File: src/rtl/obj_defines.svh
`ifndef OBJ_DEFINES_SVH
`define OBJ_DEFINES_SVH

// Object table geometry
`define OBJ_COUNT       128
`define OBJ_WORDS       8
`define OBJ_SCRATCH_IDX 7       // Running ROM offset, kept by the scanner

// Vertical limits of the visible area
`define OBJ_LAST_LINE   223
`define OBJ_END_MARK    8'hf0   // Bottom value that closes the list

// Horizontal size, four pixels per ROM word
`define OBJ_WIDTH       16

`endif

File: src/rtl/obj_pkg.sv
package obj_pkg;

    // One draw request, scanner to draw engine
    typedef struct packed {
        logic [8:0]  xpos;
        logic [15:0] offset;
        logic [3:0]  bank;
        logic [1:0]  prio;
        logic [5:0]  pal;
        logic        hflip;
    } obj_cmd_t;

    // Line buffer entry, pix 0 means empty
    typedef struct packed {
        logic [1:0] prio;
        logic [5:0] pal;
        logic [3:0] pix;
    } lbuf_pxl_t;

    // Attribute word of the older board
    typedef struct packed {
        logic [1:0] rsv_hi;
        logic [5:0] pal;
        logic       rsv_mid;
        logic [2:0] bank;
        logic [1:0] rsv_lo;
        logic [1:0] prio;
    } attr_a_t;

    // Attribute word of the newer board
    typedef struct packed {
        logic [3:0] rsv;
        logic [3:0] bank;
        logic [1:0] prio;
        logic [5:0] pal;
    } attr_b_t;

    typedef union packed {
        attr_a_t attr_a;
        attr_b_t attr_b;
    } obj_attr_t;

endpackage

File: src/rtl/obj_scan.sv
`include "obj_defines.svh"

module obj_scan #(
    parameter int MODEL = 0  // 0 is the older board and 1 the newer one
) (
    input  logic              clk,
    input  logic              rst,
    // Object table
    output logic [9:0]        tbl_addr,
    input  logic [15:0]       tbl_dout,
    output logic [15:0]       tbl_din,
    output logic              tbl_we,
    // Draw commands
    output logic              start,
    input  logic              busy,
    output obj_pkg::obj_cmd_t cmd,
    // Video timing
    input  logic              flip,
    input  logic              hstart,
    input  logic [8:0]        vrender
);

    import obj_pkg::*;

    localparam int OAW = $clog2(`OBJ_COUNT);

    typedef enum logic [3:0] {
        S_IDLE, S_FETCH, S_TEST, S_XPOS, S_PITCH, S_OFFS, S_ATTR, S_SCRATCH, S_DRAW
    } state_t;

    state_t         state;
    logic [OAW-1:0] cur_obj;
    logic [2:0]     idx;
    logic [8:0]     vrf;
    logic [7:0]     top;
    logic [7:0]     bottom;
    logic           inzone;
    logic           first;
    logic [8:0]     xpos;
    logic [15:0]    pitch;
    logic [15:0]    offset;
    logic [15:0]    next_offset;
    logic [3:0]     bank;
    logic [1:0]     prio;
    logic [5:0]     pal;
    logic           hflip;
    obj_attr_t      attr;

    assign vrf    = flip ? 9'(`OBJ_LAST_LINE) - vrender : vrender;
    assign top    = tbl_dout[7:0];
    assign bottom = tbl_dout[15:8];
    // An empty or inverted zone never contains the line
    assign inzone = vrf[7:0] >= top && bottom > vrf[7:0];
    assign attr   = tbl_dout;

    // Stored offset on the first line and one pitch more on each later line
    assign next_offset = first ? offset : tbl_dout + pitch;

    assign tbl_addr = {cur_obj, idx};
    assign tbl_din  = next_offset;
    assign tbl_we   = state == S_SCRATCH;  // Address sits on the scratch word here

    always_comb begin
        cmd.xpos   = xpos;
        cmd.offset = offset;
        cmd.bank   = bank;
        cmd.prio   = prio;
        cmd.pal    = pal;
        cmd.hflip  = hflip;
    end

    always_ff @(posedge clk or posedge rst) begin
        if (rst) begin
            state   <= S_IDLE;
            cur_obj <= '0;
            idx     <= '0;
            start   <= 1'b0;
        end else begin
            start <= 1'b0;
            if (hstart) begin
                // A new line drops whatever is left of the old list
                cur_obj <= '0;
                idx     <= '0;
                state   <= vrf <= `OBJ_LAST_LINE ? S_FETCH : S_IDLE;
            end else begin
                case (state)
                    S_FETCH: begin
                        idx   <= 3'd1;
                        state <= S_TEST;
                    end
                    S_TEST: begin
                        if (bottom >= `OBJ_END_MARK) begin
                            state <= S_IDLE;
                        end else if (!inzone) begin
                            cur_obj <= cur_obj + 1'b1;
                            idx     <= '0;
                            state   <= &cur_obj ? S_IDLE : S_FETCH;
                        end else begin
                            idx   <= 3'd2;
                            state <= S_XPOS;
                        end
                    end
                    S_XPOS: begin
                        idx   <= 3'd3;
                        state <= S_PITCH;
                    end
                    S_PITCH: begin
                        idx   <= 3'd4;
                        state <= S_OFFS;
                    end
                    S_OFFS: begin
                        idx   <= 3'(`OBJ_SCRATCH_IDX);
                        state <= S_ATTR;
                    end
                    S_ATTR: state <= S_SCRATCH;
                    S_SCRATCH: begin
                        // Next word 0 is read while the draw waits
                        cur_obj <= cur_obj + 1'b1;
                        idx     <= '0;
                        state   <= S_DRAW;
                    end
                    S_DRAW: begin
                        if (!busy) begin
                            start <= 1'b1;
                            idx   <= 3'd1;
                            // Index wrapped to 0 after object 127
                            state <= cur_obj == '0 ? S_IDLE : S_TEST;
                        end
                    end
                    default: state <= S_IDLE;
                endcase
            end
        end
    end

    // Object fields load one word per cycle
    always_ff @(posedge clk) begin
        case (state)
            S_TEST:  first <= top == vrf[7:0];
            S_XPOS:  xpos <= tbl_dout[8:0];
            S_PITCH: begin
                pitch <= MODEL == 1 ? {{8{tbl_dout[7]}}, tbl_dout[7:0]} : tbl_dout;
                hflip <= tbl_dout[8];
            end
            S_OFFS:  offset <= tbl_dout;
            S_ATTR: begin
                if (MODEL == 1) begin
                    bank <= attr.attr_b.bank;
                    prio <= attr.attr_b.prio;
                    pal  <= attr.attr_b.pal;
                end else begin
                    bank <= {1'b0, attr.attr_a.bank};
                    prio <= attr.attr_a.prio;
                    pal  <= attr.attr_a.pal;
                end
            end
            S_SCRATCH: offset <= next_offset;
            default: ;
        endcase
    end

    // Draw engine takes a command only when idle
    a_start_idle: assert property (
        @(posedge clk) disable iff (rst) start |-> !busy
    ) else $error("obj_scan: start raised while draw busy");

endmodule

File: config.mk
export PLATFORM = sky130hd
export DESIGN_NAME = obj_scan
export DESIGN_NICKNAME = d
export VERILOG_FILES = /design/src/rtl/obj_pkg.sv /design/src/rtl/obj_scan.sv
export VERILOG_INCLUDE_DIRS = /design/src /design/src/rtl
export SDC_FILE = /design/constraint.sdc
export NUM_CORES = 1
export LEC_CHECK = 0
export BUFFER_PORTS_ARGS = -buffer_cell sky130_fd_sc_hd__buf_2
export CAP_MARGIN = 20
export CORE_MARGIN = 8
export CORE_UTILIZATION = 55
export DETAILED_ROUTE_END_ITERATION = 12
export HOLD_SLACK_MARGIN = 0.06
export PLACE_DENSITY = 0.84
export SYNTH_ARGS = -nofsm -noshare
export SYNTH_HDL_FRONTEND = slang
export SYNTH_SLANG_ARGS = --single-unit
File: constraint.sdc
create_clock -name clk -period 3.43 [get_ports clk]
set_input_delay 0.343 -clock clk [delete_from_list [all_inputs] [get_ports clk]]
set_output_delay 0.343 -clock clk [all_outputs]
set_load 0.01 [all_outputs]
Word-level counts from Yosys, hierarchy flattened

Index checks and enable logic that the tools add are counted.

$add $sub $neg: 3
Order comparisons: 4
Eq/ne operators: 12
Mux-type cells: 23
Reductions and logical operators: 8

Operator list:

| cell                                                | number |
|---|---|
| case mux 16 bit (2 select lines)                    | 1 |
| case mux 4 bit (8 select lines)                     | 1 |
| 2-to-1 mux 7 bit                                    | 3 |
| case mux 3 bit (7 select lines)                     | 1 |
| adder 16 bit                                        | 1 |
| == test 4 x 3 -> 1 bit, second input constant       | 4 |
| 2-to-1 mux 16 bit                                   | 1 |
| case mux 7 bit (2 select lines)                     | 1 |
| <= comparator 9 x 8 -> 1 bit, second input constant | 1 |
| 2-to-1 mux 3 bit                                    | 3 |
| 2-to-1 mux 9 bit                                    | 1 |
| != test 3 bit, second input constant                | 3 |
| subtractor 8 x 9 -> 9 bit, first input constant     | 1 |
| == test 4 x 2 -> 1 bit, second input constant       | 2 |
| == test 8 bit                                       | 1 |
| >= comparator 8 bit                                 | 1 |
| >= comparator 8 bit, second input constant          | 1 |
| > comparator 8 bit                                  | 1 |
| 2-to-1 mux 2 bit                                    | 4 |
| 2-to-1 mux 4 bit                                    | 2 |
| nonzero test 8 bit                                  | 1 |
| adder 7 x 1 -> 7 bit, second input constant         | 1 |
| logical NOT 7 bit                                   | 1 |
| AND reduction 7 bit                                 | 1 |
| other kinds (7)                                     | 12 |

Register bits: 69
Input port bits: 30
Output and inout bits: 66
Word-level logic and storage cells: 62

Logic depth before layout (Yosys ltp)

Gate-level depths: netlist of run 1.

Word-level depth: 8
Mapped depth: 10
Mapped depth without buffers: 10

Worst setup path after synthesis of run 1

OpenSTA, ideal clock, no wires.

Path kind: in2reg
Start: input port flip
End: register cur_obj[3]
Library setup time: 0.127 ns
Arrival: 2.401 ns
Data required time: 3.303 ns
Setup slack: 0.902 ns
Stages on the path: 10
Buffers on the path: 1
Cell sequence: buf_6 -> xor2_1 -> inv_1 -> ha_1 -> a221oi_2 -> o21bai_1 -> a221o_1 -> a31oi_2 -> nand4_1 -> mux2_1

Word-level cells in the longest chain between the ends: 5
Elaborated cells on any way between the ends: 6
Classes of those cells: order compare: 2; eq/ne: 1; mux: 1; reduce/logical: 2

Ends and longest elaborated chain:

| what                                                             | RTL line        | source |
|---|---|---|
| start, declared                                                  | obj_scan.sv:18  | `input logic flip,` |
| 2-to-1 mux 9 bit (*)                                             | obj_scan.sv:49  | `` assign vrf = flip ? 9'(`OBJ_LAST_LINE) - vrender : vrender; `` |
| >= comparator 8 bit / > comparator 8 bit (equally long branches) | obj_scan.sv:53  | `assign inzone = vrf[7:0] >= top && bottom > vrf[7:0];` |
| logical AND 1 bit (*)                                            | obj_scan.sv:53  |  |
| != test 3 bit (no line) (*)                                      | -               |  |
| AND reduction 3 bit (no line) (*)                                | -               |  |
| end signal, assigned                                             | obj_scan.sv:95  | `cur_obj <= cur_obj + 1'b1;` |
| end signal, assigned                                             | obj_scan.sv:118 | `cur_obj <= cur_obj + 1'b1;` |
| end, declared                                                    | obj_scan.sv:32  | `logic [OAW-1:0] cur_obj;` |

Every way passes the cells marked *; elsewhere a longest branch is shown, timed or not.
A chain may end at the register's enable or synchronous reset.

Worst setup path in the final report of run 1

Start: register pitch[3]
End: output port tbl_din[15]

Word-level cells in the longest chain between the ends: 2

Ends and longest elaborated chain:

| what                   | RTL line        | source |
|---|---|---|
| start, declared        | obj_scan.sv:40  | `logic [15:0] pitch;` |
| start signal, assigned | obj_scan.sv:142 | `pitch <= MODEL == 1 ? {{8{tbl_dout[7]}}, tbl_dout[7:0]} : tbl_dout;` |
| adder 16 bit           | obj_scan.sv:57  | `assign next_offset = first ? offset : tbl_dout + pitch;` |
| 2-to-1 mux 16 bit      | obj_scan.sv:57  |  |
| end, declared          | obj_scan.sv:11  | `output logic [15:0] tbl_din,` |

Every way passes these cells.

==> results of run 1 <==
## worst max-delay path by stage
stage / end / slack [ns]
floorplan: cur_obj[3] / 0.90
global placement: tbl_din[15] / 0.59
detailed placement: cur_obj[5] / 0.49
CTS: tbl_din[14] / 0.27
global route: tbl_din[15] / 0.02
finish: tbl_din[15] / 0.25
## worst max-delay path, delay by kind of cell (launching register included)
| kind | cells | cell delay, ns |
|---|---|---|
| flip-flops | 1 | 0.39 |
| buffers and inverters | 1 | 0.14 |
| AO/OA/AOI/OAI | 4 | 0.93 |
| multiplexers | 1 | 0.26 |
| adder cells (fa/ha/maj) | 1 | 0.35 |
| XOR/XNOR | 1 | 0.21 |
| AND/OR/NAND/NOR | 1 | 0.20 |
## power by group
group	switching, uW	internal, uW
clock	320	480
sequential	8.51	894
combinational	167	117
## repair_timing
| item | 4_1_cts | 5_1_grt |
|---|---|---|
| hold buffers | 1 | 0 |
| hold endpoints to repair | 12 | 0 |
| gates resized for setup | 0 | 0 |
## registers in the layout, summed over array words and instances (netlist names)
signal,count
pitch,16
pal,6
first,1
xpos,9
offset,16
cur_obj,7
prio,2
bank,3
idx,3
state,4
start,1
## final cells by class
type                            instances  area share [%]
Clock buffer                            9            2.38
Clock inverter                          7            2.22
Inverter                               20            1.44
Multi-Input combinational cell        317            43.2
Sequential cell                        68            37.9
Tap cell                              102            2.46
Timing Repair Buffer                  102            10.4
## per-stage QoR
| step | hold slack, ns | instances | util [%] |
|---|---|---|---|
| 2_1_floorplan | 0.244 | 423 | - |
| 5_1_grt | 0.186 | 625 | 67.2 |
| 3_5_place_dp | 0.434 | 607 | 63.8 |
| 6_report | 0.176 | 625 | 67.2 |
| 4_1_cts | 0.163 | 624 | 67.0 |
| 3_3_place_gp | 0.426 | 607 | 63.8 |
## kinds of logic (layout without fill, tap and decap cells)
family / after synthesis / count (layout) / synth area share (%)
adders and majority gates: 30 / 30 / 8.76
other: 1 / 1 / 0.0858
muxes: 16 / 16 / 4.04
DFF: 68 / 68 / 45.0
AOI/OAI and AO/OA: 102 / 102 / 15.2
buffers and inverters: 38 / 138 / 3.67
and+or+nand+nor: 141 / 141 / 16.8
xor gates and xnor gates: 27 / 27 / 6.39
## synth_stat cells, types with 2 or more instances
| cell type | instances |
|---|---|
| a21oi_1 | 32 |
| ha_1 | 29 |
| xor2_1 | 10 |
| nand3b_1 | 2 |
| mux2i_1 | 3 |
| nor2b_1 | 10 |
| o221ai_1 | 3 |
| buf_2 | 2 |
| o21ai_0 | 27 |
| a21boi_0 | 3 |
| nor3b_1 | 6 |
| a21o_1 | 6 |
| xnor2_1 | 13 |
| mux2_1 | 4 |
| or3_1 | 4 |
| edfxtp_1 | 53 |
| nor4b_1 | 4 |
| xnor3_1 | 2 |
| nand2_1 | 32 |
| and3_1 | 7 |
| nor3_1 | 11 |
| a31oi_1 | 4 |
| nand3_1 | 9 |
| o31ai_1 | 2 |
| inv_1 | 19 |
| nor2_1 | 31 |
| nand4_1 | 8 |
| buf_4 | 2 |
| dfrtp_1 | 15 |
| clkbuf_1 | 12 |
| mux2_2 | 9 |
| o21a_1 | 2 |
| a221o_1 | 2 |
| o211ai_1 | 4 |
| nand2b_1 | 7 |
## layer usage
layer	wire length, um	vias to the layer above	track usage (%)
li1	-	1752	-
met1	4770	1796	24.9
met2	5660	149	33.9
met3	850	20	5.41
met4	189	0	7.95
met5	0	-	0
==> run metrics, run 1 <==
fin nets 578; min-delay src busy; Starting Density 56.5%; area grow syn2layout 18.9%; FP Rows 32; min Tclk post-route 3.18 ns; gr ovfl total 0; total power 1990 uW; RR Endpoint cur_obj[4]; final WL 11500 um; core footprint 7730 um2; Mean Syn Cell Area 10.3 um2; share of layout cells above drive strength 1 26.2%; Lkg Pwr 0.00224 uW; Worst setup EP type primary output; crit path max fanout 4; final worst slack 0.248 ns; CP max stage cell edfxtp_1; Ant. Diodes 0; status finished, final reports clean; Mapped Cells 423; H-tree depth 3; Crit path top cell by count a21oi_1; Reg2Reg Setup Slack 0.82 ns; maxcap violations 0; top cells by area, synth edfxtp_1 36%, dfrtp_1 8.6%, ha_1 8.3%, a21oi_1 3.7%, o21ai_0 3.1%; Total GRT Usage 20.5%; clock tree from TritonCTS done; VDD IR max 0.223 mV; later-pin clock latency in the skew report 0.35 ns; Setup Buffers After CTS 0; post-DP HPWL 8560 um; Worst slew margin 31.8%; worst hold path class in -> reg; number of synthesized flops with an enable pin 53; crit path DAT 2.84 ns; share of flip-flops with an asynchronous set or reset 22.1%; Post-Syn Nets 483; Power Dens Cells 382 nW/um2; Critical Path RT 3.09 ns; setup TNS 0 ns; Synth top area share 36.4%; CTS max path bufs 2; cell area after layout 5200 um2; worst hold path depth 2; WS Path Type reg -> out; crit-path max cell delay 0.39 ns; Setup crit start pitch[3]; Worst R2R Start state[1]; DRC viols 0; max-slew violations 0; global-route wire length before repair 18500 um; Multi-input gate area 2250 um2; most common cell after layout, fill and taps aside buf_2; Reg area 1970 um2; prevailing post-synth register cell edfxtp_1; Mapped Area 4370 um2; Final setup viols 0; antenna viol nets, final 0; Die X 105 um; pin count of the biggest net entering global routing 39; commonest non-fill, non-tap cells in the layout 94 x buf_2, 53 x edfxtp_1, 32 x nand2_1, 32 x a21oi_1, 31 x nor2_1; drt pass-1 iters 5; Startpoint Class register; skew final 0.00381 ns; initial antenna violation count 0; DRT iter0 DRCs 259; vias post-DR 3717; Fillers 593; GPL Wtd Cong 0.907; RSZ-0062 raised after global routing no; PortBufs 94; pre-CTS setup slack 0.492 ns; Die Area 11100 um2; WL/cell 18.4 um; final hold vios 0; register area share after synthesis 45.0%; Distinct cells, synth 69; Slew @ Worst Pin 1.02 ns; post-placement cell area 4930 um2; Hold Path End start; clk root buf clkbuf_8; Synth Warn # 0; IO Pins 96; Tcrit/Tclk final 92.8%; worst-case reg-to-reg path depth 9; vias in the first global route 3759; cell breakdown of the critical path ha_1, a21o_1, a21oi_1, a21oi_1, o211ai_1, and2_1, xnor3_1, mux2_2, buf_2; Num CTS Buffers 9; via density per instance 5.95; Peak Freq 0.314 GHz; clock sinks 68; CTS clk-pin slew, worst paths 0.07 ns; area leader, netlist edfxtp_1; #FFs+latches synth 68; Die Span Y 105 um
No activity file was read; power rests on OpenSTA's default activity.
==> run 2: changes to the inputs <==
--- a/config.mk
+++ b/config.mk
@@ -6,13 +6,13 @@
 export SDC_FILE = /design/constraint.sdc
 export NUM_CORES = 1
 export LEC_CHECK = 0
-export BUFFER_PORTS_ARGS = -buffer_cell sky130_fd_sc_hd__buf_2
 export CAP_MARGIN = 20
 export CORE_MARGIN = 8
 export CORE_UTILIZATION = 55
 export DETAILED_ROUTE_END_ITERATION = 12
+export DONT_BUFFER_PORTS = 1
 export HOLD_SLACK_MARGIN = 0.06
-export PLACE_DENSITY = 0.84
+export PLACE_DENSITY = 0.73
 export SYNTH_ARGS = -nofsm -noshare
 export SYNTH_HDL_FRONTEND = slang
 export SYNTH_SLANG_ARGS = --single-unit
==> run metrics, run 2 (synthesis gave the netlist of run 1 again) <==
Die Span Y 105 um; crit-path max cell delay 0.40 ns; Critical Path RT 3.09 ns; FP Rows 32; Slew @ Worst Pin 0.916 ns; status finished, final reports clean; cell area after layout 4730 um2; Total GRT Usage 19.0%; WL/cell 20.1 um; PortBufs 0; Die Area 11100 um2; pin count of the biggest net entering global routing 28; GPL Wtd Cong 0.886; Worst R2R Start pitch[0]; clock tree from TritonCTS done; post-DP HPWL 7960 um; setup TNS 0 ns; total power 1930 uW; Tcrit/Tclk final 94.5%; CTS max path bufs 2; IO Pins 96; vias post-DR 3304; CTS clk-pin slew, worst paths 0.08 ns; crit path DAT 2.90 ns; Starting Density 56.5%; maxcap violations 0; clock sinks 68; RSZ-0062 raised after global routing no; Power Dens Cells 408 nW/um2; clk root buf clkbuf_8; core footprint 7730 um2; DRT iter0 DRCs 168; Startpoint Class register; max-slew violations 0; commonest non-fill, non-tap cells in the layout 53 x edfxtp_1, 32 x nand2_1, 32 x a21oi_1; Worst slew margin 39.0%; fin nets 485; Fillers 631; min Tclk post-route 3.24 ns; Num CTS Buffers 9; final WL 10700 um; Lkg Pwr 0.00186 uW; Crit path top cell by count o21ai_0; Peak Freq 0.308 GHz; skew final 0.00915 ns; vias in the first global route 3180; DRC viols 0; H-tree depth 3; worst hold path class in -> reg; Setup crit start pitch[0]; most common cell after layout, fill and taps aside edfxtp_1; Die X 105 um; post-placement cell area 4460 um2; crit path max fanout 3; CP endpoint tbl_din[14]; via density per instance 6.21; CP max stage cell o21ai_0; VDD IR max 0.229 mV; area grow syn2layout 8.30%; biggest regs offset x16, pitch x16, xpos x9; worst-case reg-to-reg path depth 10; RR Endpoint offset[14]; antenna viol nets, final 0; Final setup viols 0; share of layout cells above drive strength 1 9.77%; initial antenna violation count 0; cts repair resizes 0; gr ovfl total 0; drt pass-1 iters 5; WS Path Type reg -> out; cell breakdown of the critical path ha_1, inv_1, fa_1, nor2b_1, o21a_1, o21ai_0, a21oi_1, o21ai_0, xor2_1, o21ai_0; Reg2Reg Setup Slack 0.73 ns; global-route wire length before repair 16800 um; Worst setup EP type primary output; final hold vios 0; Ant. Diodes 0; later-pin clock latency in the skew report 0.35 ns
## run 2: critical path: cells and delay by family (launching register included)
| family | cells | cell delay (ns) |
|---|---|---|
| AND/OR/NAND/NOR | 1 | 0.06 |
| XOR/XNOR | 1 | 0.12 |
| flip-flops | 1 | 0.38 |
| adder cells (fa/ha/maj) | 2 | 0.44 |
| buffers and inverters | 1 | 0.08 |
| AO/OA/AOI/OAI | 5 | 1.47 |
## run 2: cell type report
| cell class | count | area (um2) | share of cell area, % |
|---|---|---|---|
| timing repair buffer | 9 | 75.1 | 1.59 |
| clock buffer | 10 | 128 | 2.70 |
| sequential | 68 | 1970 | 41.6 |
| tap | 102 | 128 | 2.70 |
| multi-input combinational | 317 | 2250 | 47.5 |
| inverter | 20 | 75.1 | 1.59 |
| clock inverter | 6 | 113 | 2.38 |
## run 2: metal layers
layer	share of wire, %	vias up	GRT usage (%)
li1	-	1576	-
met1	43	1578	23.3
met2	47	135	30.9
met3	8.9	15	5.84
met4	1.8	0	7.24
met5	0	-	0
## run 2: repair_timing
item / in CTS / in global routing
hold buffers: 3 / 0
setup buffers: 0 / 0
hold endpoints to repair: 22 / 0
## run 2: stage by stage
stage	hold slack (ns)	setup WS, ns	util [%]	cells
2_1_floorplan	0.244	0.902	-	423
3_3_place_gp	0.325	0.731	57.7	513
3_5_place_dp	0.318	0.674	57.7	513
4_1_cts	0.0810	0.176	61.2	532
5_1_grt	0.0755	0.0505	61.2	532
6_report	0.0852	0.188	61.2	532
## run 2: worst min path at each step
| stage | from | endpoint | slack, ns | cells after the start |
|---|---|---|---|---|
| floorplan | rst | cur_obj[0] | 0.24 | 1 |
| global placement | rst | cur_obj[1] | 0.33 | 1 |
| detailed placement | rst | cur_obj[3] | 0.32 | 1 |
| CTS | tbl_dout[1] | prio[1] | 0.08 | 0 |
| global route | tbl_dout[15] | pitch[15] | 0.08 | 0 |
| finish | tbl_dout[1] | prio[1] | 0.09 | 0 |
## run 2: power breakdown
group	leakage (uW)	switching (uW)	total, uW	internal (uW)
combinational	0.00105	122	222	99.7
sequential	0.000682	11.3	905	894
clock	0.000120	317	802	484
total	0.00186	451	1930	1480
