--- config.mk ---
export PLATFORM = sky130hd
export DESIGN_NAME = obj_draw
export DESIGN_NICKNAME = d
export VERILOG_FILES = /design/src/rtl/obj_pkg.sv /design/src/rtl/obj_draw.sv
export VERILOG_INCLUDE_DIRS = /design/src /design/src/rtl
export SDC_FILE = /design/constraint.sdc
export NUM_CORES = 1
export LEC_CHECK = 0
export BUFFER_PORTS_ARGS = -buffer_cell sky130_fd_sc_hd__buf_2
export CELL_PAD_IN_SITES_DETAIL_PLACEMENT = 0
export CELL_PAD_IN_SITES_GLOBAL_PLACEMENT = 1
export CORE_ASPECT_RATIO = 2
export CORE_UTILIZATION = 43
export CTS_BUF_LIST = sky130_fd_sc_hd__clkbuf_8
export CTS_CLUSTER_DIAMETER = 60
export DETAILED_ROUTE_END_ITERATION = 12
export GPL_TIMING_DRIVEN = 1
export PLACE_DENSITY_LB_ADDON = 0.1
export SLEW_MARGIN = 20
export SYNTH_ARGS = -nofsm -noshare
export SYNTH_HDL_FRONTEND = slang
export SYNTH_SLANG_ARGS = --single-unit
--- constraint.sdc ---
create_clock -name clk -period 3.8 [get_ports clk]
set_clock_uncertainty 0.05 [all_clocks]
set_input_delay 0.38 -clock clk [delete_from_list [all_inputs] [get_ports clk]]
set_output_delay 0.38 -clock clk [all_outputs]
set_load 0.01 [all_outputs]
--- src/rtl/obj_defines.svh ---
`ifndef OBJ_DEFINES_SVH
`define OBJ_DEFINES_SVH

// Object table geometry
`define OBJ_COUNT       128
`define OBJ_WORDS       8
`define OBJ_SCRATCH_IDX 7       // Running ROM offset, kept by the scanner

// Vertical limits of the visible area
`define OBJ_LAST_LINE   223
`define OBJ_END_MARK    8'hf0   // Bottom value that closes the list

// Horizontal size, four pixels per ROM word
`define OBJ_WIDTH       16

`endif

--- src/rtl/obj_pkg.sv ---
package obj_pkg;

    // One draw request, scanner to draw engine
    typedef struct packed {
        logic [8:0]  xpos;
        logic [15:0] offset;
        logic [3:0]  bank;
        logic [1:0]  prio;
        logic [5:0]  pal;
        logic        hflip;
    } obj_cmd_t;

    // Line buffer entry, pix 0 means empty
    typedef struct packed {
        logic [1:0] prio;
        logic [5:0] pal;
        logic [3:0] pix;
    } lbuf_pxl_t;

    // Attribute word of the older board
    typedef struct packed {
        logic [1:0] rsv_hi;
        logic [5:0] pal;
        logic       rsv_mid;
        logic [2:0] bank;
        logic [1:0] rsv_lo;
        logic [1:0] prio;
    } attr_a_t;

    // Attribute word of the newer board
    typedef struct packed {
        logic [3:0] rsv;
        logic [3:0] bank;
        logic [1:0] prio;
        logic [5:0] pal;
    } attr_b_t;

    typedef union packed {
        attr_a_t attr_a;
        attr_b_t attr_b;
    } obj_attr_t;

endpackage

--- src/rtl/obj_draw.sv ---
`include "obj_defines.svh"

module obj_draw (
    input  logic               clk,
    input  logic               rst,
    // Command from the scanner
    input  logic               start,
    input  obj_pkg::obj_cmd_t  cmd,
    output logic               busy,
    // Sprite ROM
    output logic               rom_cs,
    output logic [19:0]        rom_addr,
    input  logic [15:0]        rom_data,
    input  logic               rom_ok,
    // Line buffer
    output logic               buf_we,
    output logic [8:0]         buf_x,
    output obj_pkg::lbuf_pxl_t buf_pxl
);

    import obj_pkg::*;

    localparam int CW = $clog2(`OBJ_WIDTH);

    obj_cmd_t      cur;
    logic [15:0]   pxl_data;
    logic [CW-1:0] cnt;
    logic [CW-1:0] col;
    logic          drawing;
    logic          take;

    assign take = start && !busy;
    assign col  = cur.hflip ? ~cnt : cnt;  // Mirrored column counts down from 15

    assign buf_x        = cur.xpos + 9'(col);
    assign buf_pxl.prio = cur.prio;
    assign buf_pxl.pal  = cur.pal;
    assign buf_pxl.pix  = pxl_data[15:12];  // Leftmost nibble first
    assign buf_we       = drawing && pxl_data[15:12] != 4'd0;

    always_ff @(posedge clk or posedge rst) begin
        if (rst) begin
            busy    <= 1'b0;
            rom_cs  <= 1'b0;
            drawing <= 1'b0;
            cnt     <= '0;
        end else if (take) begin
            busy   <= 1'b1;
            rom_cs <= 1'b1;
            cnt    <= '0;
        end else if (rom_cs) begin
            if (rom_ok) begin
                rom_cs  <= 1'b0;
                drawing <= 1'b1;
            end
        end else if (drawing) begin
            cnt <= cnt + 1'b1;
            if (cnt == '1) begin
                drawing <= 1'b0;
                busy    <= 1'b0;
            end else if (cnt[1:0] == 2'd3) begin
                drawing <= 1'b0;  // Word used up, fetch the next one
                rom_cs  <= 1'b1;
            end
        end
    end

    always_ff @(posedge clk) begin
        if (take) begin
            cur      <= cmd;
            rom_addr <= {cmd.bank, cmd.offset};
        end else if (rom_cs && rom_ok) begin
            pxl_data <= rom_data;
        end else if (drawing) begin
            pxl_data <= {pxl_data[11:0], 4'd0};
            if (cnt[1:0] == 2'd3) begin
                rom_addr[15:0] <= rom_addr[15:0] + 16'd1;  // Bank does not carry
            end
        end
    end

    a_rom_hold: assert property (
        @(posedge clk) disable iff (rst) rom_cs && !rom_ok |=> $stable(rom_addr)
    ) else $error("obj_draw: rom_addr moved during a pending fetch");

endmodule

# --- Yosys cells after proc, flatten, opt, wreduce, memory -nomap -nowiden ---
# Index checks and enable logic that the tools add are counted.
op_classes:
  n_addsub: 3
  n_eq_ne: 5
  muxes: 25
  bitwise_logic: 2
  reduce_logical: 14
op_table:
  columns: ["cell", "count"]
  rows:
  - ["16-bit two-way mux", 6]
  - ["16-bit by 1-bit adder with 16-bit output, second input constant", 1]
  - ["4-bit two-way mux", 4]
  - ["1-bit two-way mux", 15]
  - ["9-bit by 4-bit adder with 9-bit output", 1]
  - ["2-bit nonzero test", 4]
  - ["2-bit AND reduction", 3]
  - ["3-bit AND reduction", 2]
  - ["4-bit by 1-bit adder with 4-bit output, second input constant", 1]
  - ["4-bit equality test, second input constant", 1]
  - ["2-bit by 1-bit inequality test with 1-bit output, second input constant", 2]
  - ["4-bit inverter", 1]
  - ["4-bit nonzero test", 1]
  - ["1-bit logical AND", 3]
  - ["2-bit equality test, second input constant", 1]
  - ["2-bit inequality test, second input constant", 1]
  - ["1-bit logical NOT", 1]
  - ["1-bit inverter", 1]
word_totals:
  reg_bits: 61
  input_bits: 58
  output_inout_bits: 44
  word_cells: 60

# --- Logic depth before layout (Yosys ltp) ---
# Gate-level depths: netlist of the first run.
logic_depth:
  depth_word: 6
  mapped_depth: 8
  ltp_nobuf: 8

# --- Worst setup path after synthesis of the first run ---
# Ideal clock, no wire load.
synth_timing:
  path_type: "flip-flop to flip-flop"
  start: "reg busy"
  end: "reg pxl_data[0] (enable)"
  setup_time_ps: 383
  t_arrival_ps: 2132
  t_required_ps: 3367
  setup_slack_ps: 1235
  stages_incl_launch_ff: 6
  n_path_buf: 2
  synth_period_minus_slack_ps: 2565
  cell_sequence: "dfrtp_1 > nand2b_1 > buf_2 > inv_2 > clkbuf_1 > nor2_1"
synth_between:
  elab_chain_len: 4
synth_rtl:
  columns: ["item", "line_no", "rtl"]
  rows:
  - ["start, declared", "obj_draw.sv:9", "output logic busy,"]
  - ["start signal, assigned", "obj_draw.sv:43", "busy <= 1'b0;"]
  - ["start signal, assigned", "obj_draw.sv:48", "busy <= 1'b1;"]
  - ["start signal, assigned", "obj_draw.sv:60", "busy <= 1'b0;"]
  - ["1-bit logical NOT", "obj_draw.sv:32", "assign take = start && !busy;"]
  - ["1-bit logical AND", "obj_draw.sv:32", null]
  - ["via take", "obj_draw.sv:30", "logic take;"]
  - ["1-bit inverter (no source line)", null, null]
  - ["2-bit AND reduction (no source line)", null, null]
  - ["end signal, assigned", "obj_draw.sv:73", "pxl_data <= rom_data;"]
  - ["end signal, assigned", "obj_draw.sv:75", "pxl_data <= {pxl_data[11:0], 4'd0};"]
  - ["end, declared", "obj_draw.sv:26", "logic [15:0] pxl_data;"]
# The timed path passes the listed nets, and every way through them passes these cells.
# A chain may end at the register's enable or synchronous reset.

# --- Worst setup path in the final report of the first run ---
layout_timing:
  start: "reg cur[0] (netlist bit)"
  end: "out buf_x[8]"
layout_between:
  elab_chain_len: 2
layout_rtl:
  columns: ["item", "line_no", "rtl"]
  rows:
  - ["start, declared", "obj_draw.sv:25", "obj_cmd_t cur;"]
  - ["start signal, assigned", "obj_draw.sv:70", "cur <= cmd;"]
  - ["4-bit two-way mux", "obj_draw.sv:33", "assign col = cur.hflip ? ~cnt : cnt;"]
  - ["9-bit by 4-bit adder with 9-bit output", "obj_draw.sv:35", "assign buf_x = cur.xpos + 9'(col);"]
  - ["end, declared", "obj_draw.sv:17", "output logic [8:0] buf_x,"]
# Every way passes these cells.

==> metrics.csv, run 1 <==
metric,value,unit
outcome,"finished, final reports clean",
post_drt_via_cell_ratio,4.88,
boundaryPins,102,
placement.cell_area,3480,um^2
io_buffers,101,
post_synth_edffs,54,
ys_seq_area_share,60.4,%
post_layout_nonfiller_instances,424,
layout.filler_cells,628,
dieWidth,60.8,um
yosysWarnings,0,
clock_tree.buffer_depth,2,
synth_async_sr_flop_share,11.5,%
initial_core_util,44.6,%
clk_transition_reported_paths,0.07,ns
row_cnt,42,
drtPass1Iterations,4,
detail_route.wirelength,6.13,mm
detail_route.wirelength.met1,2.13,mm
dominantRegCellSynth,sky130_fd_sc_hd__edfxtp_1,
core,6670,um^2
synth_nets,301,
clk_root_buffer_cell,sky130_fd_sc_hd__clkbuf_8,
finalInstanceArea,3670,um^2
post-cts-setup-buffers,0,
cts_buffers,9,
worstPathArrival,2.41,ns
endpoint_class_of_the_critical_path,output port,
yosys_register_bits,61,
post-route-util,55.0,%
tightestPinTransition,1.04,ns
placement.setup.worst_slack,1.30,ns
drtAntennaViolNets,0,
die_area,7270,um^2
layout_cell_share_with_drive_strength_beyond_1,37.8,%
required,3.37,ns
dr_wl_met3,227,um
dr_wl_met2,3.63,mm
first_global_vias,2055,
synth_area_in_compound_gates,6.65,%
design.final.nets,397,
timing.critical_path.fanout_max,4,
finalWorstPathRequiredPeriod,2.84,ns
routed-via-count,2070,
floorplan.die.height,120,um
worst_hold_slack,0.164,ns
leakage,1.50,nW
maxCapViolations,0,
ctsHtreeMaxLevel,3,
postCtsHoldBufs,1,
cts_tree,done,
fmax,352,MHz
maxSlewHeadroom,30.9,%
routed.top_layer,met4,
synthToLayoutAreaGrowth,23.4,%
yosysUniqueCellTypes,38,
worst_hold_path_type,input port to flop,
final_critical_path_setup_slack,0.956,ns
timing.critical_path.from_type,flop,
synthesis.instances,236,
timing_hold_violations_final,0,
ys_top_cells_by_area,"sky130_fd_sc_hd__edfxtp_1 55%, sky130_fd_sc_hd__dfrtp_1 5.9%, sky130_fd_sc_hd__xnor2_1 4.4%",
synth_xor_xnor_area_share,7.66,%
post-synth-top-area-fraction,54.5,%
synth.avg_cell_area,12.6,um^2
synthMuxAreaShare,4.88,%
grt_start_max_net_pins,58,
power.density,642,nW/um^2
power.total,2.36,mW
drc,0,
drt_first_iter_violations,53,
final-max-slew-violation-count,0,
post_synth_and_or_nand_nor_area_fraction,11.8,%
finalWeightedCongestion,0.691,
post_drt_wl_per_cell,14.5,um
yosysTopAreaCell,sky130_fd_sc_hd__edfxtp_1,
insertion_delay,0.34,ns
setup_failing_eps_final,0,
ir_drop,318,uV
synth_top_family_by_area,simple AND/OR/NAND/NOR gates,
half_perimeter_wire_length_of_the_detailed_placement_result,4.42,mm
wire_length_of_the_first_global_routing_pass,9.45,mm
critical_path_class,flop to output port,
syn-cell-area,2970,um^2
grt_overflow,0,
grt.total_usage,18.3,%
post_cts.resized_instances,0,
dp.cells,408,
final.period_utilization,74.9,%
num_antenna_cells,0,
cts_sinks,61,
grt_setup_unrepaired,false,
grt_antenna_before_repair,0,
timing.setup.tns,0,ns
synth-adder-area-share,3.20,%
state kept, by name, indices dropped and copies added (netlist names):
register and count:
drawing 1, pxl_data 16, cnt 4, busy 1
rom_addr 20, cur 10, buf_pxl 8, rom_cs 1
cells by family (layout without fill, tap and decap cells):
| group | after synthesis | in the layout |
|---|---|---|
| xor+xnor | 26 | 26 |
| simple gates | 67 | 67 |
| flops | 61 | 61 |
| fa+ha+maj | 7 | 7 |
| mux | 13 | 13 |
| buf+inv | 30 | 130 |
| compound gates | 32 | 32 |
cell usage after synthesis, types with 2 or more instances:
| cell | n |
|---|---|
| sky130_fd_sc_hd__nand4_1 | 4 |
| sky130_fd_sc_hd__buf_2 | 3 |
| sky130_fd_sc_hd__nand3_1 | 5 |
| sky130_fd_sc_hd__a21oi_1 | 7 |
| sky130_fd_sc_hd__nand2_1 | 27 |
| sky130_fd_sc_hd__nor4_2 | 4 |
| sky130_fd_sc_hd__xor2_1 | 11 |
| sky130_fd_sc_hd__o21ai_2 | 2 |
| sky130_fd_sc_hd__nor2_1 | 14 |
| sky130_fd_sc_hd__nor2b_1 | 2 |
| sky130_fd_sc_hd__mux2_2 | 3 |
| sky130_fd_sc_hd__nor3_1 | 3 |
| sky130_fd_sc_hd__buf_4 | 12 |
| sky130_fd_sc_hd__o21ai_0 | 5 |
| sky130_fd_sc_hd__o21ai_1 | 10 |
| sky130_fd_sc_hd__dfrtp_1 | 7 |
| sky130_fd_sc_hd__inv_1 | 11 |
| sky130_fd_sc_hd__and3_1 | 4 |
| sky130_fd_sc_hd__mux2_1 | 9 |
| sky130_fd_sc_hd__xnor2_1 | 15 |
| sky130_fd_sc_hd__a211oi_1 | 2 |
| sky130_fd_sc_hd__edfxtp_1 | 54 |
| sky130_fd_sc_hd__ha_1 | 6 |
| sky130_fd_sc_hd__clkbuf_1 | 2 |
critical path, stage by stage, from the launching register on:
cell                       delay [ns]
sky130_fd_sc_hd__edfxtp_1        0.47
sky130_fd_sc_hd__xor2_1          0.19
sky130_fd_sc_hd__ha_1            0.20
sky130_fd_sc_hd__inv_1           0.06
sky130_fd_sc_hd__fa_1            0.40
sky130_fd_sc_hd__nor2b_1         0.13
sky130_fd_sc_hd__o21ai_1         0.11
sky130_fd_sc_hd__a21oi_1         0.19
sky130_fd_sc_hd__xor2_1          0.17
sky130_fd_sc_hd__buf_2           0.15
per-layer routing:
| metal | global-route usage (%) | vias to the layer above |
|---|---|---|
| li1 | - | 1026 |
| met1 | 17.1 | 981 |
| met2 | 34.5 | 52 |
| met3 | 3.99 | 11 |
| met4 | 9.38 | 0 |
| met5 | 0 | - |
final timing paths:
| check | start | to | slack [ns] | cells past startpoint |
|---|---|---|---|---|
| setup / recovery | cur[0] | buf_x[8] | 0.96 | 9 |
| max in group asynchronous | rst | rom_cs | 3.02 | 3 |
| min in group asynchronous | rst | drawing | 0.46 | 3 |
| hold / removal | cmd[5] | buf_pxl[8] | 0.16 | 1 |
| setup reg to reg | busy | rom_addr[15] | 1.54 | 4 |
| hold reg to reg | pxl_data[8] | pxl_data[12] | 0.48 | 1 |
area by class of cell:
class / instances / area (um^2) / share of cell area [%]
Sequential cell: 61 / 1800 / 48.9
Multi-Input combinational cell: 145 / 1020 / 27.7
Timing Repair Buffer: 103 / 523 / 14.2
Clock buffer: 9 / 124 / 3.37
Tap cell: 88 / 110 / 3.00
Clock inverter: 6 / 56.3 / 1.53
Inverter: 12 / 45.0 / 1.23
cells in the final DEF, fill, tap and decap left out, types with 2 or more instances in the layout:
cell type,Yosys,routed
sky130_fd_sc_hd__o21ai_2,2,2
sky130_fd_sc_hd__nor2b_1,2,2
sky130_fd_sc_hd__inv_1,11,12
sky130_fd_sc_hd__clkinv_2,0,3
sky130_fd_sc_hd__and3_1,4,4
sky130_fd_sc_hd__dfrtp_1,7,7
sky130_fd_sc_hd__xnor2_1,15,15
sky130_fd_sc_hd__nand4_1,4,4
sky130_fd_sc_hd__mux2_2,3,3
sky130_fd_sc_hd__nor3_1,3,3
sky130_fd_sc_hd__o21ai_1,10,10
sky130_fd_sc_hd__o21ai_0,5,5
sky130_fd_sc_hd__mux2_1,9,9
sky130_fd_sc_hd__a21oi_1,7,7
sky130_fd_sc_hd__buf_2,3,101
sky130_fd_sc_hd__nand2_1,27,27
sky130_fd_sc_hd__clkbuf_8,0,9
sky130_fd_sc_hd__nor2_1,14,14
sky130_fd_sc_hd__nor4_2,4,4
sky130_fd_sc_hd__xor2_1,11,11
sky130_fd_sc_hd__nand3_1,5,5
sky130_fd_sc_hd__edfxtp_1,54,54
sky130_fd_sc_hd__ha_1,6,6
sky130_fd_sc_hd__a211oi_1,2,2
power by group:
group	leakage, nW	internal (mW)	total, mW	switching (mW)
Sequential	0.576	0.964	1.08	0.118
Clock	0.0960	0.293	0.542	0.249
Combinational	0.828	0.313	0.733	0.419
Total	1.50	1.57	2.36	0.787
No activity file was read; power rests on OpenSTA's default activity.
==> run 2, diff against run 1 <==
CORE_UTILIZATION = 40   (was 43)
clock period = 2.9 ns   (was 3.8 ns; I/O delays follow)
==> metrics.csv, run 2 (synthesized netlist as in run 1, its figures left out) <==
metric,value,unit,change
placement.setup.worst_slack,0.470,ns,-0.826 ns
detail_route.wirelength,6.27,mm,+2.2%
layout.cells.most_common_list,"101 x sky130_fd_sc_hd__buf_2, 54 x sky130_fd_sc_hd__edfxtp_1, 27 x sky130_fd_sc_hd__nand2_1",,
power.sequential.fraction,43.8,%,-2.1 points
clk_root_buffer_cell,sky130_fd_sc_hd__clkbuf_8,,
dieWidth,63.0,um,+3.6%
grt.total_usage,17.1,%,-1.2 points
maxSlewHeadroom,65.2,%,+34 points
layout_cell_share_with_drive_strength_beyond_1,39.5,%,+1.7 points
power.total,3.23,mW,+37%
timing.setup.tns,0,ns,unchanged
layout.cells.most_common,sky130_fd_sc_hd__buf_2,,
grt_use_met3,5.04,%,+1.0 points
combinationalPowerShare,30.7,%,-0.4 points
endpoint_class_of_the_critical_path,output port,,
wire_length_of_the_first_global_routing_pass,9.80,mm,+3.7%
drc,0,,unchanged
registers.top_by_ff_count,rom_addr,,
crit_path_top_delay_cell,sky130_fd_sc_hd__edfxtp_1,,
power.share.clock,25.5,%,+2.5 points
half_perimeter_wire_length_of_the_detailed_placement_result,4.61,mm,+4.3%
grt_setup_unrepaired,false,,
fmax,366,MHz,
internal-power,2.17,mW,+38%
number_of_cells_on_the_worst_reg_to_reg_path,5,,+1
final.period_utilization,94.3,%,
drtAntennaViolNets,0,,unchanged
synthToLayoutAreaGrowth,26.2,%,
die_area,7800,um^2,+7.3%
finalWeightedCongestion,0.715,,+3.5%
drtPass1Iterations,4,,unchanged
clock_tree.buffer_depth,2,,unchanged
setup_failing_eps_final,0,,unchanged
cp_slowest_stage_delay,0.46,ns,about the same
finalInstanceArea,3750,um^2,+2.2%
insertion_delay,0.34,ns,about the same
reg_top3,"rom_addr x20, pxl_data x16, cur x10",,
met1_usage,15.6,%,-1.4 points
final_critical_path_setup_slack,0.166,ns,-0.790 ns
tightestPinTransition,0.521,ns,-0.514 ns
critical_path_class,flop to output port,,
global_route.usage.met2,32.8,%,-1.7 points
drt_first_iter_violations,57,,+7.5%
final-max-slew-violation-count,0,,unchanged
post_drt_via_cell_ratio,4.89,,+0.15%
routed-via-count,2122,,+2.5%
hold-path-cell-count,1,,unchanged
power.density,861,nW/um^2,+34%
outcome,"finished, final reports clean",,
swShare,32.9,%,-0.49 points
core,7210,um^2,+8.1%
timing.critical_path.fanout_max,4,,unchanged
largest_register_ff_count,20,,unchanged
cts_tree,done,,
dp.cells,416,,+2.0%
timing.critical_path.mode_cell,sky130_fd_sc_hd__xor2_1,,
hp-start,cmd[8],,
finalWorstPathRequiredPeriod,2.73,ns,
initial_core_util,41.2,%,-3.3 points
grt.busiest_layer,met2,,
p_switching,1.06,mW,+35%
timing.critical_path.from_type,flop,,
post_drt_wl_per_cell,14.4,um,-0.19%
grt_overflow,0,,unchanged
cts_buffers,9,,unchanged
worstPathArrival,2.39,ns,-0.02 ns
required,2.56,ns,-0.81 ns
cts_sinks,61,,unchanged
leakage,1.54,nW,+2.3%
io_buffers,101,,unchanged
ir_drop,439,uV,+38%
first_global_vias,2144,,+4.3%
num_antenna_cells,0,,unchanged
placement.cell_area,3520,um^2,+1.0%
timing_hold_violations_final,0,,unchanged
maxCapViolations,0,,unchanged
boundaryPins,102,,unchanged
crit_chain,xor2_1 -> ha_2 -> inv_1 -> fa_1 -> nor2b_1 -> o21ai_1 -> a21oi_1 -> xor2_1 -> buf_2,,
floorplan.die.height,124,um,+3.6%
design.final.nets,402,,+1.3%
grt_start_max_net_pins,24,,-59%
timing.rr.start,rom_addr[0],,
post_layout_nonfiller_instances,434,,+2.4%
worstSetupStartpoint,cur[0],,
row_cnt,44,,+4.8%
ctsHtreeMaxLevel,3,,unchanged
clk_transition_reported_paths,0.07,ns,about the same
grt_antenna_before_repair,0,,unchanged
worst_hold_path_type,input port to flop,,
[run 2: cell type report]
cell class,instances,area [um^2]
sequential,61,1800
clock inverter,7,90.1
clock buffer,9,124
timing repair buffer,108,561
fill,702,3460
inverter,12,45.0
tap,92,115
multi-input combinational,145,1020
[run 2: metrics by stage]
stage / util, % / hold WS [ns]
2_1_floorplan: - / 0.0434
3_3_place_gp: 48.8 / 0.188
3_5_place_dp: 48.8 / 0.189
4_1_cts: 51.9 / 0.0497
5_1_grt: 52.0 / 0.0467
6_report: 52.0 / 0.0695
[run 2: what timing repair did]
item,CTS,global route
setup buffers,0,1
endpoints found under the setup margin,0,2
hold endpoints to repair,7,0
hold buffers,1,0
gates resized for setup,0,2
[run 2: critical path: cells and delay by family, from the launching register on]
| family | cells | cell delay, ns |
|---|---|---|
| xor gates and xnor gates | 2 | 0.32 |
| AOI/OAI and AO/OA | 2 | 0.33 |
| DFF | 1 | 0.46 |
| adders and majority gates | 2 | 0.61 |
| buffers and inverters | 2 | 0.19 |
| and+or+nand+nor | 1 | 0.14 |
[run 2: power groups by stage]
stage | Combinational, mW | Clock [mW] | Sequential [mW]
floorplan | 0.672 | 0 | 1.43
global placement | 0.982 | 0 | 1.43
detailed placement | 1.00 | 0 | 1.44
CTS | 1.01 | 0.853 | 1.42
global route | 1.11 | 0.888 | 1.44
finish | 0.992 | 0.826 | 1.42
[run 2: worst paths after layout]
| kind | endpoint | slack, ns |
|---|---|---|
| max | buf_x[6] | 0.17 |
| min | buf_pxl[11] | 0.07 |
| max reg2reg | rom_addr[12] | 1.00 |
| min reg2reg | pxl_data[7] | 0.48 |
| max in group asynchronous | cnt[0] | 2.21 |
| min in group asynchronous | busy | 0.38 |
[run 2: per-layer routing]
metal	routed length [um]	share of wire, %	vias up
li1	-	-	1037
met1	2180	35	1005
met2	3600	57	65
met3	288	4.6	15
met4	199	3.2	0
met5	0	0	-
==> run 3, diff against run 2 <==
CORE_UTILIZATION = 39   (was 40)
CTS_BUF_LIST = unset   (was sky130_fd_sc_hd__clkbuf_8)
==> metrics.csv, run 3 (synthesized netlist as in run 1, its figures left out) <==
metric,value,unit,change
finalWeightedCongestion,0.717,,+0.17%
final.period_utilization,92.0,%,-2.3 points
grt_antenna_before_repair,0,,unchanged
post_drt_via_cell_ratio,4.83,,-1.2%
reg2reg_to,rom_addr[12],,
cts_sinks,61,,unchanged
setup_failing_eps_final,0,,unchanged
grt_setup_unrepaired,false,,
dieWidth,63.8,um,+1.2%
core,7320,um^2,+1.5%
boundaryPins,102,,unchanged
hp-start,cmd[35],,
layout.filler_cells,724,,+3.1%
post-route-util,52.0,%,-0.065 points
placement.cell_area,3510,um^2,-0.21%
grt_start_max_net_pins,23,,-4.2%
final-max-slew-violation-count,0,,unchanged
ctsHtreeMaxLevel,3,,unchanged
tightestPinTransition,0.536,ns,+0.0152 ns
swShare,31.3,%,-1.6 points
layout.cells.most_common_list,"101 x sky130_fd_sc_hd__buf_2, 54 x sky130_fd_sc_hd__edfxtp_1, 27 x sky130_fd_sc_hd__nand2_1",,
combinationalPowerShare,28.7,%,-2.0 points
drc,0,,unchanged
wire_length_of_the_first_global_routing_pass,9.95,mm,+1.5%
io_buffers,101,,unchanged
largest_register_ff_count,20,,unchanged
timing.critical_path.from_type,flop,,
clock_tree.buffer_depth,2,,unchanged
layout_cell_share_with_drive_strength_beyond_1,38.2,%,-1.2 points
internal-power,2.34,mW,+7.6%
routed-via-count,2086,,-1.7%
design.final.nets,401,,-0.25%
cts_buffers,9,,unchanged
critical_path_class,flop to output port,,
power.density,893,nW/um^2,+3.6%
num_antenna_cells,0,,unchanged
initial_core_util,40.6,%,-0.62 points
timing_hold_violations_final,0,,unchanged
reg_top3,"rom_addr x20, pxl_data x16, cur x10",,
maxCapViolations,0,,unchanged
timing.critical_path.fanout_max,3,,-1
worstSetupStartpoint,cur[0],,
cts_tree,done,,
timing.setup.tns,0,ns,unchanged
fmax,375,MHz,+2.5%
power.share.clock,29.8,%,+4.3 points
power.sequential.fraction,41.6,%,-2.2 points
drtAntennaViolNets,0,,unchanged
ir_drop,409,uV,-6.7%
leakage,1.56,nW,+1.8%
worst_setup_path_endpoint,buf_x[8],,
worst_hold_path_type,input port to flop,,
post_drt_wl_per_cell,14.1,um,-2.2%
finalWorstPathRequiredPeriod,2.67,ns,-0.0656 ns
detail_route.wirelength,6.10,mm,-2.7%
registers.top_by_ff_count,rom_addr,,
number_of_cells_on_the_worst_reg_to_reg_path,5,,unchanged
endpoint_class_of_the_critical_path,output port,,
maxSlewHeadroom,64.2,%,-1.0 points
ff_latch_area,1800,um^2,unchanged
floorplan.die.height,126,um,+1.3%
drt_first_iter_violations,32,,-44%
worst-r2r-setup-slack,0.97,ns,-0.03 ns
worstPathArrival,2.33,ns,-0.06 ns
outcome,"finished, final reports clean",,
drtPass1Iterations,4,,unchanged
first_global_vias,2083,,-2.8%
finalInstanceArea,3810,um^2,+1.4%
layout.cells.most_common,sky130_fd_sc_hd__buf_2,,
timing.rr.start,rom_addr[0],,
multi_input_area,1020,um^2,-0.61%
die_area,8000,um^2,+2.5%
synthToLayoutAreaGrowth,28.0,%,
grt.total_usage,16.6,%,-0.48 points
clk_root_buffer_cell,sky130_fd_sc_hd__clkbuf_16,,
required,2.56,ns,about the same
row_cnt,44,,unchanged
half_perimeter_wire_length_of_the_detailed_placement_result,4.53,mm,-1.7%
insertion_delay,0.33,ns,about the same
grt_overflow,0,,unchanged
clk_transition_reported_paths,0.05,ns,-0.02 ns
p_switching,1.06,mW,about the same
-- run 3: stage by stage --
stage,cells,power (mW),hold WS (ns),setup WS (ns)
2_1_floorplan,236,2.10,0.0434,0.335
3_3_place_gp,415,2.40,0.187,0.524
3_5_place_dp,415,2.42,0.191,0.491
4_1_cts,431,3.44,0.0785,0.137
5_1_grt,432,3.60,0.0773,0.0174
6_report,432,3.40,0.0879,0.231
-- run 3: power by group through the flow --
stage               clock network, mW  logic, mW  registers, mW
global route                     1.06       1.10           1.45
CTS                              1.03      0.990           1.42
global placement                    0      0.971           1.43
detailed placement                  0      0.989           1.43
floorplan                           0      0.672           1.43
finish                           1.01      0.974           1.41
-- run 3: final cells by class --
type | instances | share of cell area, %
Inverter | 12 | 1.18
Multi-Input combinational cell | 145 | 26.7
Timing Repair Buffer | 107 | 14.5
Tap cell | 92 | 3.02
Sequential cell | 61 | 47.2
Clock inverter | 6 | 1.45
Clock buffer | 9 | 5.92
-- run 3: routing by layer --
layer / track usage, % / vias up / share of wire, %
li1: - / 1032 / -
met1: 16.9 / 987 / 36
met2: 30.0 / 55 / 57
met3: 4.47 / 12 / 4.0
met4: 8.56 / 0 / 2.5
met5: 0 / - / 0
-- run 3: worst max-delay path, stage by stage (launching register included) --
cell,delay (ns)
sky130_fd_sc_hd__edfxtp_1,0.44
sky130_fd_sc_hd__xor2_1,0.18
sky130_fd_sc_hd__ha_1,0.20
sky130_fd_sc_hd__inv_1,0.06
sky130_fd_sc_hd__fa_1,0.40
sky130_fd_sc_hd__nor2b_1,0.12
sky130_fd_sc_hd__o21ai_1,0.11
sky130_fd_sc_hd__a21oi_1,0.20
sky130_fd_sc_hd__xor2_1,0.15
sky130_fd_sc_hd__buf_2,0.14
-- run 3: how the worst min path moves through the flow --
| stage | endpoint | slack [ns] | depth (start not counted) |
|---|---|---|---|
| final | cur[35] | 0.09 | 1 |
| after global placement | cnt[3] | 0.19 | 2 |
| after floorplan | busy | 0.04 | 1 |
| after CTS | cur[32] | 0.08 | 1 |
| after detailed placement | cnt[3] | 0.19 | 2 |
| after global routing | cur[32] | 0.08 | 1 |
-- run 3: repair_timing --
item,in CTS,in global routing
setup buffers,0,1
resized for setup,0,0
endpoints found under the setup margin,0,1
endpoints found under the hold margin,7,0
hold buffers,1,0
